<file path="config.mk">
export PLATFORM = sky130hd
export DESIGN_NAME = recordTop
export DESIGN_NICKNAME = d
export VERILOG_FILES = /design/src/recordPkg.sv /design/src/addrCounter.sv /design/src/bitRecorder.sv /design/src/recordFsm.sv /design/src/recordTop.sv /design/src/sampleStore.sv /design/src/zeroRunScanner.sv
export SDC_FILE = /design/constraint.sdc
export NUM_CORES = 1
export LEC_CHECK = 0
export ABC_AREA = 1
export ABC_CLOCK_PERIOD_IN_PS = 7300
export BUFFER_PORTS_ARGS = -buffer_cell sky130_fd_sc_hd__buf_2
export CORE_ASPECT_RATIO = 1.2
export CORE_MARGIN = 4
export CORE_UTILIZATION = 45
export CTS_CLUSTER_SIZE = 24
export DETAILED_ROUTE_END_ITERATION = 16
export PLACE_DENSITY = 0.57
export RECOVER_POWER = 25
export REMOVE_ABC_BUFFERS = 1
export SYNTH_ARGS = -nofsm -noshare
export SYNTH_HDL_FRONTEND = slang
export SYNTH_SLANG_ARGS = --single-unit
</file>
<file path="constraint.sdc">
create_clock -name clk -period 7.3 [get_ports clk]
set_clock_uncertainty 0.1 [all_clocks]
set_input_delay 1.095 -clock clk [delete_from_list [all_inputs] [get_ports clk]]
set_output_delay 1.095 -clock clk [all_outputs]
set_load 0.005 [all_outputs]
</file>
<file path="src/recordPkg.sv">
package recordPkg;

    localparam int WORD_BITS  = 32;
    localparam int DEPTH      = 16;      // Default store depth in words
    localparam int RUN_LEN    = 6;       // Zero run that means overwrite
    localparam int COUNT_BITS = $clog2(WORD_BITS + 1);

    typedef logic [WORD_BITS-1:0] sampleWord_t;

    // Unfinished word, valid bits left-aligned from the MSB
    typedef struct packed {
        logic [WORD_BITS-1:0]  bits;
        logic [COUNT_BITS-1:0] count;
    } partialWord_t;

    typedef struct packed {
        logic owTrue;
        logic owReady;
        logic complete;
    } recordStatus_t;

    typedef struct packed {
        logic clearRecord;      // Recorder and write counter
        logic clearRead;        // Read address back to 0
        logic stepRead;
        logic scanStart;        // Zero run state
        logic scanLoadWord;
        logic scanLoadPartial;
    } fsmCmd_t;

endpackage

</file>
<file path="src/addrCounter.sv">
`timescale 1ns/1ps

module addrCounter #(
    parameter  int DEPTH     = recordPkg::DEPTH,
    localparam int ADDR_BITS = $clog2(DEPTH + 1)
) (
    input  logic                 clk,
    input  logic                 resetN,
    input  recordPkg::fsmCmd_t   cmd,
    input  logic                 wordDone,
    output logic                 wrEn,
    output logic [ADDR_BITS-1:0] wrAddr,
    output logic [ADDR_BITS-1:0] rdAddr,
    output logic                 readDone
);
    logic full;

    assign full     = (wrAddr == ADDR_BITS'(DEPTH));
    assign wrEn     = wordDone && !full;     // Extra words are dropped
    assign readDone = (rdAddr == wrAddr);    // wrAddr doubles as word count

    always_ff @(posedge clk) begin
        if (!resetN || cmd.clearRecord) begin
            wrAddr <= '0;
            rdAddr <= '0;
        end else begin
            if (wrEn) wrAddr <= wrAddr + 1'b1;
            if (cmd.clearRead) begin
                rdAddr <= '0;
            end else if (cmd.stepRead && !readDone) begin
                rdAddr <= rdAddr + 1'b1;
            end
        end
    end

endmodule

</file>
<file path="src/bitRecorder.sv">
`timescale 1ns/1ps

module bitRecorder (
    input  logic                    clk,
    input  logic                    resetN,
    input  logic                    clear,
    input  logic                    samplePulse,
    input  logic                    dIn,
    output recordPkg::sampleWord_t  word,
    output logic                    wordDone,
    output recordPkg::partialWord_t partial
);
    localparam int W = recordPkg::WORD_BITS;

    recordPkg::sampleWord_t shiftReg;
    recordPkg::sampleWord_t shiftNext;
    logic [recordPkg::COUNT_BITS-1:0] bitCount;
    logic lastBit;

    assign shiftNext = {shiftReg[W-2:0], dIn};   // First bit walks up to the MSB
    assign lastBit   = samplePulse && !clear
                       && (bitCount == recordPkg::COUNT_BITS'(W - 1));

    // Left-align the collected bits for the scanner
    assign partial.bits  = shiftReg << (W - int'(bitCount));
    assign partial.count = bitCount;

    always_ff @(posedge clk) begin
        if (!resetN) begin
            bitCount <= '0;
            wordDone <= 1'b0;
        end else begin
            wordDone <= lastBit;                 // One cycle after the last sample
            if (lastBit) begin
                bitCount <= '0;
            end else if (samplePulse) begin
                bitCount <= clear ? recordPkg::COUNT_BITS'(1) : bitCount + 1'b1;
            end else if (clear) begin
                bitCount <= '0;
            end
        end
    end

    always_ff @(posedge clk) begin
        if (samplePulse) shiftReg <= shiftNext;
        if (lastBit) word <= shiftNext;
    end

endmodule

</file>
<file path="src/recordFsm.sv">
`timescale 1ns/1ps

module recordFsm (
    input  logic                     clk,
    input  logic                     resetN,
    input  logic                     enable,
    input  logic                     writeOut,
    input  logic                     determineOW,
    input  logic                     readDone,
    input  logic                     scanBusy,
    input  logic                     found,
    output recordPkg::fsmCmd_t       cmd,
    output recordPkg::recordStatus_t status,
    output logic                     pulseWrite
);
    typedef enum logic [3:0] {
        sIdle,
        sRecord,
        sCmdWait,
        sPbRead,
        sPbEmit,
        sChkRead,
        sChkLoad,
        sChkWait,
        sPartScan,
        sFinish
    } state_t;

    state_t state, nextState;

    always_ff @(posedge clk) begin
        if (!resetN) state <= sIdle;
        else         state <= nextState;
    end

    always_comb begin
        nextState  = state;
        cmd        = '0;
        pulseWrite = 1'b0;
        case (state)
            sIdle, sCmdWait: begin
                if (enable) begin
                    cmd.clearRecord = 1'b1;        // Fresh recording
                    nextState       = sRecord;
                end else if (state == sCmdWait && writeOut) begin
                    cmd.clearRead = 1'b1;
                    nextState     = sPbRead;
                end else if (state == sCmdWait && determineOW) begin
                    cmd.clearRead = 1'b1;
                    cmd.scanStart = 1'b1;
                    nextState     = sChkRead;
                end
            end
            sRecord: begin
                if (!enable) nextState = sCmdWait;  // Commands ignored until here
            end
            sPbRead: begin
                if (readDone) begin
                    nextState = sIdle;
                end else begin
                    cmd.stepRead = 1'b1;           // Read register samples old address
                    nextState    = sPbEmit;
                end
            end
            sPbEmit: begin
                pulseWrite = 1'b1;
                nextState  = sPbRead;
            end
            sChkRead: begin
                if (readDone) begin
                    cmd.scanLoadPartial = 1'b1;    // Stored words done, tail bits next
                    nextState           = sPartScan;
                end else begin
                    cmd.stepRead = 1'b1;
                    nextState    = sChkLoad;
                end
            end
            sChkLoad: begin
                cmd.scanLoadWord = 1'b1;
                nextState        = sChkWait;
            end
            sChkWait: begin
                if (found)          nextState = sFinish;
                else if (!scanBusy) nextState = sChkRead;
            end
            sPartScan: begin
                if (found || !scanBusy) nextState = sFinish;
            end
            sFinish: begin
                nextState = sIdle;
            end
            default: nextState = sIdle;
        endcase
    end

    // Verdict latched until the next recording
    always_ff @(posedge clk) begin
        if (!resetN || cmd.clearRecord) begin
            status <= '0;
        end else if (state == sFinish) begin
            status.owTrue   <= found;
            status.owReady  <= 1'b1;
            status.complete <= 1'b1;
        end
    end

endmodule

</file>
<file path="src/recordTop.sv">
`timescale 1ns/1ps

module recordTop #(
    parameter int DEPTH   = recordPkg::DEPTH,
    parameter int RUN_LEN = recordPkg::RUN_LEN
) (
    input  logic                   clk,
    input  logic                   resetN,
    input  logic                   enable,
    input  logic                   samplePulse,
    input  logic                   dIn,
    input  logic                   writeOut,
    input  logic                   determineOW,
    output logic                   owTrue,
    output logic                   owReady,
    output logic                   complete,
    output logic                   pulseWrite,
    output recordPkg::sampleWord_t playbackOut
);
    localparam int ADDR_BITS = $clog2(DEPTH + 1);

    recordPkg::fsmCmd_t       cmd;
    recordPkg::recordStatus_t status;
    recordPkg::sampleWord_t   word;
    recordPkg::partialWord_t  partial;
    logic                     wordDone;
    logic                     wrEn;
    logic                     readDone;
    logic                     scanBusy;
    logic                     found;
    logic [ADDR_BITS-1:0]     wrAddr;
    logic [ADDR_BITS-1:0]     rdAddr;

    assign owTrue   = status.owTrue;
    assign owReady  = status.owReady;
    assign complete = status.complete;

    bitRecorder rec0 (.clk, .resetN, .clear(cmd.clearRecord),
        .samplePulse(samplePulse & enable), .dIn, .word, .wordDone, .partial);

    addrCounter #(.DEPTH(DEPTH)) addr0 (.clk, .resetN, .cmd, .wordDone, .wrEn,
        .wrAddr, .rdAddr, .readDone);

    sampleStore #(.DEPTH(DEPTH)) store0 (.clk, .wrEn, .wrAddr, .wrWord(word),
        .rdAddr, .rdWord(playbackOut));

    zeroRunScanner #(.RUN_LEN(RUN_LEN)) scan0 (.clk, .resetN, .cmd,
        .storedWord(playbackOut), .partial, .busy(scanBusy), .found);

    recordFsm fsm0 (.clk, .resetN, .enable, .writeOut, .determineOW, .readDone,
        .scanBusy, .found, .cmd, .status, .pulseWrite);

endmodule

</file>
<file path="src/sampleStore.sv">
`timescale 1ns/1ps

module sampleStore #(
    parameter  int DEPTH     = recordPkg::DEPTH,
    localparam int ADDR_BITS = $clog2(DEPTH + 1),
    localparam int IDX_BITS  = $clog2(DEPTH)
) (
    input  logic                   clk,
    input  logic                   wrEn,
    input  logic [ADDR_BITS-1:0]   wrAddr,
    input  recordPkg::sampleWord_t wrWord,
    input  logic [ADDR_BITS-1:0]   rdAddr,
    output recordPkg::sampleWord_t rdWord
);
    recordPkg::sampleWord_t mem [DEPTH];

    logic [IDX_BITS-1:0] wrIdx;
    logic [IDX_BITS-1:0] rdIdx;

    // Count bit is dropped, wrEn is never set at DEPTH
    assign wrIdx = wrAddr[IDX_BITS-1:0];
    assign rdIdx = rdAddr[IDX_BITS-1:0];

    always_ff @(posedge clk) begin
        if (wrEn) begin
            mem[wrIdx] <= wrWord;
        end
    end

    // Read data one cycle behind the address
    always_ff @(posedge clk) begin
        rdWord <= mem[rdIdx];
    end

endmodule

</file>
<file path="src/zeroRunScanner.sv">
`timescale 1ns/1ps

module zeroRunScanner #(
    parameter  int RUN_LEN  = recordPkg::RUN_LEN,
    localparam int RUN_BITS = $clog2(RUN_LEN + 1)
) (
    input  logic                    clk,
    input  logic                    resetN,
    input  recordPkg::fsmCmd_t      cmd,
    input  recordPkg::sampleWord_t  storedWord,
    input  recordPkg::partialWord_t partial,
    output logic                    busy,
    output logic                    found
);
    localparam int W = recordPkg::WORD_BITS;
    localparam logic [RUN_BITS-1:0] RUN_LAST = RUN_BITS'(RUN_LEN - 1);

    recordPkg::sampleWord_t shiftReg;
    logic [recordPkg::COUNT_BITS-1:0] bitsLeft;
    logic [RUN_BITS-1:0] zeroRun;
    logic nextBit;

    assign nextBit = shiftReg[W-1];                    // MSB goes first
    assign busy    = (bitsLeft != '0) && !found;       // Stops early on a hit

    always_ff @(posedge clk) begin
        if (!resetN || cmd.scanStart) begin
            bitsLeft <= '0;
            zeroRun  <= '0;
            found    <= 1'b0;
        end else if (cmd.scanLoadWord) begin
            bitsLeft <= recordPkg::COUNT_BITS'(W);
        end else if (cmd.scanLoadPartial) begin
            bitsLeft <= partial.count;
        end else if (busy) begin
            bitsLeft <= bitsLeft - 1'b1;
            if (nextBit) begin
                zeroRun <= '0;
            end else if (zeroRun == RUN_LAST) begin
                found <= 1'b1;
            end else begin
                zeroRun <= zeroRun + 1'b1;                 // Run carries across words
            end
        end
    end

    always_ff @(posedge clk) begin
        if (cmd.scanLoadWord) begin
            shiftReg <= storedWord;
        end else if (cmd.scanLoadPartial) begin
            shiftReg <= partial.bits;
        end else if (busy) begin
            shiftReg <= shiftReg << 1;
        end
    end

endmodule
</file>
# Word level (Yosys, flattened, before mapping)
# Memories as Yosys holds them, arrays and structs flattened. A register that Yosys moved wholly into a read port is not among the register bits.
# Cells that the tools add are included.
# word_totals
ramBits	512
out_inout_bits	36
ff_bits	129
wordCells	111
memories	1
input_bits	7
# classes
mux	37
bitwise	5
n_eq_ne	18
reduce_logical	29
addsub	6
n_shift	1
# memory_table
memory	words	word_bits	read_ports	rd_clocked_by_memory_dff	write_ports	line_no	source
store0.mem	16	32	1	1	1	sampleStore.sv:15	recordPkg::sampleWord_t mem [DEPTH];
# op_table
cell	n
2-to-1 mux 32 bit	3
2-to-1 mux 6 bit	6
2-to-1 mux 4 bit	8
case mux 4 bit (8 select lines)	1
<< shifter 32 x 32 -> 32 bit	1
== test 4 x 3 -> 1 bit (second input constant)	4
2-to-1 mux 1 bit	15
adder 5 x 1 -> 5 bit (second input constant)	2
OR reduction 2 bit	5
2-to-1 mux 3 bit	3
== test 4 x 2 -> 1 bit (second input constant)	2
== test 4 bit (second input constant)	2
AND reduction 4 bit	2
logical AND 1 bit	7
subtractor 6 x 6 -> 7 bit (first input constant)	1
adder 6 x 1 -> 6 bit (second input constant)	1
== test 6 x 5 -> 1 bit (second input constant)	1
logical NOT 1 bit	6
nonzero test 6 bit	1
subtractor 6 x 1 -> 6 bit (second input constant)	1
== test 5 bit	1
== test 5 bit (second input constant)	1
AND reduction 5 bit	1
== test 4 x 1 -> 1 bit (second input constant)	1
13 further kinds	20

# Longest topological paths before layout
# depth
word_depth	10
depth_mapped	16
depth_no_buf	12

# Cells and area by module
# From an unflattened synthesis, not the netlist that was laid out.
# unflattened
hier_cells	3068
area_unflattened_um2	30526.8
# by_module_without_submodules
module	cells_per_inst	seq_area_each_um2	area_each_um2	instances
sampleStore	2120	16015.4	22730.6	1
bitRecorder	489	2062.0	4383.0	1
zeroRunScanner	283	1161.1	2302.2	1
addrCounter	91	200.2	601.8	1
recordFsm	83	120.1	501.7	1
recordTop	2	0.0	7.5	1

# Worst setup path before layout
# No wires, ideal clock.
# synth_timing
path_type	in2reg
startpoint	input samplePulse
endpoint	register rec0.word[0], enable pin
setup_ps	387
slack_ps	4595
path_stages	4
path_buffers	0
arrival_time_ps	2218
cell_sequence	nand2_1 > nor2_1 > nand3_1 > inv_1
# synth_via
elab_chain_cells	3
# synth_rtl
element	line_no	source
start: declaration	recordTop.sv:10	input logic samplePulse,
bitwise AND 1 bit	recordTop.sv:39	.samplePulse(samplePulse & enable), .dIn, .word, .wordDone, .partial);
logical AND 1 bit	bitRecorder.sv:21	assign lastBit = samplePulse && !clear
logical AND 1 bit	bitRecorder.sv:22	&& (bitCount == recordPkg::COUNT_BITS'(W - 1));
via rec0.lastBit	bitRecorder.sv:18	logic lastBit;
end signal: assignment	bitRecorder.sv:46	if (lastBit) word <= shiftNext;
end: declaration	bitRecorder.sv:9	output recordPkg::sampleWord_t word,
# The timed path passes the listed nets, and every way through them passes these cells.
# A chain may end at the register's enable or synchronous reset.

# Worst setup path after layout
# layout_timing
startpoint	register rec0.bitCount[0] (netlist name)
endpoint	register scan0.shiftReg[18] (data pin)
# layout_via
elab_chain_cells	4
# layout_rtl
element	line_no	source
start: declaration	bitRecorder.sv:17	logic [recordPkg::COUNT_BITS-1:0] bitCount;
start signal: assignment	bitRecorder.sv:37	bitCount <= clear ? recordPkg::COUNT_BITS'(1) : bitCount + 1'b1;
subtractor 6 x 6 -> 7 bit	bitRecorder.sv:25	assign partial.bits = shiftReg << (W - int'(bitCount));
<< shifter 32 x 32 -> 32 bit	bitRecorder.sv:25	
2-to-1 mux 32 bit	zeroRunScanner.sv:50	end else if (cmd.scanLoadPartial) begin
2-to-1 mux 32 bit	zeroRunScanner.sv:48	if (cmd.scanLoadWord) begin
end signal: assignment	zeroRunScanner.sv:49	shiftReg <= storedWord;
end signal: assignment	zeroRunScanner.sv:51	shiftReg <= partial.bits;
end signal: assignment	zeroRunScanner.sv:53	shiftReg <= shiftReg << 1;
end: declaration	zeroRunScanner.sv:18	recordPkg::sampleWord_t shiftReg;
# No other way between the ends.

==> impl_metrics.csv <==
group,metric,value,unit
outcome,run_status,"complete, no violations",
setup_path,end_kind,"flip-flop",
timing,finalCriticalPeriod,4.564,ns
timing,fin_crit_sh,0.6252,
cts,ctsHoldBuffers,0,
place,port_buffers,42,
route,ant_nets,0,
layout,final_core_util,0.5043,
layout,syn2layout_area_growth,11.26,%
cts,clock-sinks,673,
layout,fin_cells,3162,
route,firstDrtPassIters,5,
logic_synthesis,ys_seq_area_frac,0.7109,
place,dp_hpwl,42.78,mm
floorplan,rows,99,
place,placed_cells,3040,
power,peakVddDrop,0.0001794,V
logic_synthesis,async_reset_ff_frac,0,
layout,fin_nets,2320,
cts,root_buffer,"clkbuf_16",
route,drt-vias-per-instance,5.884,
global_routing,grt_max_degree,111,
timing,hold_viol,0,
floorplan,core_area,60700,um2
cts,cts.clk_slew.worst_paths,0.06,ns
timing,max_freq,219.1,MHz
floorplan,num_io_pins,43,
job,max_cap_violations,0,
setup_path,rr_startpoint,"rec0.bitCount[0]",
setup_path,r2r_setup_slack,2.74,ns
route,wl_per_cell,25.30,um
timing,setup_viol,0,
cts,cts_resized,0,
logic_synthesis,yosys.area.top_type,"edfxtp_1",
floorplan,die_y,278.9,um
cts,clk_latency,0.60,ns
logic_synthesis,ys_top_cells_by_area,"edfxtp_1 66%, nand3_1 5.1%, o21ai_0 5.0%",
logic_synthesis,avgSynthCellArea,11.98,um2
place,gp_congestion,0.9228,
setup_path,reg2reg_to,"scan0.shiftReg[18]",
floorplan,die_w,233.7,um
timing,worst_slew_pin_slew,1.173,ns
setup_path,reg2reg_depth,9,
logic_synthesis,yosysWarnings,0,
logic_synthesis,ys_ff_latch,673,
global_routing,grt_first_pass_wirelength,117.1,mm
global_routing,grtUsageTotal,0.2440,
setup_path,required,7.66,ns
floorplan,die_area,65170,um2
global_routing,gr-total-overflow,0,
global_routing,grt_pass1_vias,18062,
cts,htreeDepth,3,
power,power,8.623,mW
cts,post_cts_buffers,0,
timing,max_slew_margin,0.2172,
layout,fillers,5340,
timing,slew_violations,0,
min_path,holdCritStartpoint,"scan0.zeroRun[1]",
power,powerDensity,281.7,nW/um2
logic_synthesis,post-synth-top-area-fraction,0.6636,
setup_path,critPathLaunchType,"flip-flop",
logic_synthesis,synth.top_cells.by_count,"608 x edfxtp_1, 302 x nor2_1, 280 x nand3_1, 277 x o21ai_0, 255 x nand2_1",
logic_synthesis,ys.flop_type,"edfxtp_1",
floorplan,initial_core_util,0.4533,
cts,clock_path_buffers,3,
route,wl,80.01,mm
logic_synthesis,synthDistinctLibCells,47,
global_routing,antenna_found_initial,0,
route,drc_errors,0,
setup_path,critPathMaxFanout,37,
setup_path,crit_path_start,"rec0.bitCount[0]",
cts,cts_buffers,68,
cts,cts_tree,"built",
logic_synthesis,syn_area,27510,um2
layout,num_antenna_cells,0,
route,drt_iter0_markers,1784,
timing,rsz0062_at_grt,"no",
setup_path,critical_path_class,"reg -> reg",
route,vias,18606,
logic_synthesis,synth_most_common_cell,"edfxtp_1",
setup_path,endpoint,"scan0.shiftReg[18]",
min_path,hp-class,"reg -> reg",
setup_path,worstPathArrival,4.92,ns
power,power_leakage,10.55,nW
logic_synthesis,synth-edff-count,608,
logic_synthesis,netlist_instances,2297,
layout,drive_gt1_frac,0.09941,
stage by stage:
step | worst slack, ns | area (um2) | hold WS (ns) | TNS (ns)
final | 2.736 | 30610 | 0.3990 | 0
after global routing | 2.349 | 30610 | 0.4325 | 0
after global placement | 2.883 | 28410 | 0.3638 | 0
after detailed placement | 2.827 | 28410 | 0.3909 | 0
after floorplan | -0.8642 | 26890 | 0.3506 | -41.11
after CTS | 2.809 | 30610 | 0.3998 | 0
power breakdown:
group / internal (mW) / leakage, nW / switching, mW
sequential: 4.33 / 6.06 / 0.0928
clock: 2.05 / 1.09 / 1.43
combinational: 0.237 / 3.40 / 0.479
placed cells by master (no fill, tap or decap), drive strengths merged, types with 15 or more instances in the layout:
cell type,n
o22ai,74
a21oi,39
edfxtp,608
nand3,296
nor2,308
buf,76
o21ai,282
dfxtp,65
clkinv,26
o211ai,15
inv,78
nand4,15
clkbuf,91
o221ai,56
nand2,257
how the worst min path moves through the flow:
stage                              to  slack (ns)  cells past startpoint
floorplan            scan0.zeroRun[1]        0.35                      2
global placement     scan0.zeroRun[1]        0.36                      2
detailed placement   scan0.zeroRun[1]        0.39                      2
CTS                  scan0.zeroRun[1]        0.40                      2
global route        rec0.shiftReg[28]        0.43                      0
finish               scan0.zeroRun[1]        0.40                      2
per-layer routing:
layer	part of all wire	vias up	global-route usage
met4	0.036	0	0.09144
li1	-	8449	-
met3	0.058	130	0.03092
met1	0.42	9361	0.3288
met5	0	-	0
met2	0.49	666	0.4071
state kept, by name, summed over array words and instances (netlist names):
name            cells
rec0.bitCount       6
scan0.shiftReg     32
scan0.found         1
store0.rdWord      32
rec0.shiftReg      32
addr0.rdAddr        5
fsm0.status         2
fsm0.state          4
scan0.zeroRun       3
addr0.wrAddr        5
rec0.word          32
scan0.bitsLeft      6
store0.mem        512
rec0.wordDone       1
cells by family after synthesis:
logic type      synth area share
xor+xnor                0.003502
simple gates              0.1438
flops                     0.7109
buf+inv                  0.03388
fa+ha+maj               0.005003
compound gates            0.1029
critical path, cell delays in order (launching register included):
cell and delay, ns:
dfxtp_1 0.30, buf_4 0.36, inv_2 0.37, ha_1 1.07, clkinv_1 1.12, nand3_1 0.46
nand4_1 0.21, a21oi_1 0.25, o21ai_1 0.10, nand2_1 0.07
layout make-up:
| cell class | instances | area, um2 | share of cell area |
|---|---|---|---|
| multi-input cells | 1402 | 7041 | 0.2300 |
| repair buffers | 77 | 471.7 | 0.01541 |
| flip-flops and latches | 673 | 19570 | 0.6393 |
| inverters | 80 | 314.1 | 0.01026 |
| clock inverters | 32 | 336.6 | 0.01100 |
| well taps | 808 | 1011 | 0.03303 |
| clock buffers | 90 | 1868 | 0.06103 |
No activity file was read; power rests on OpenSTA's default activity.
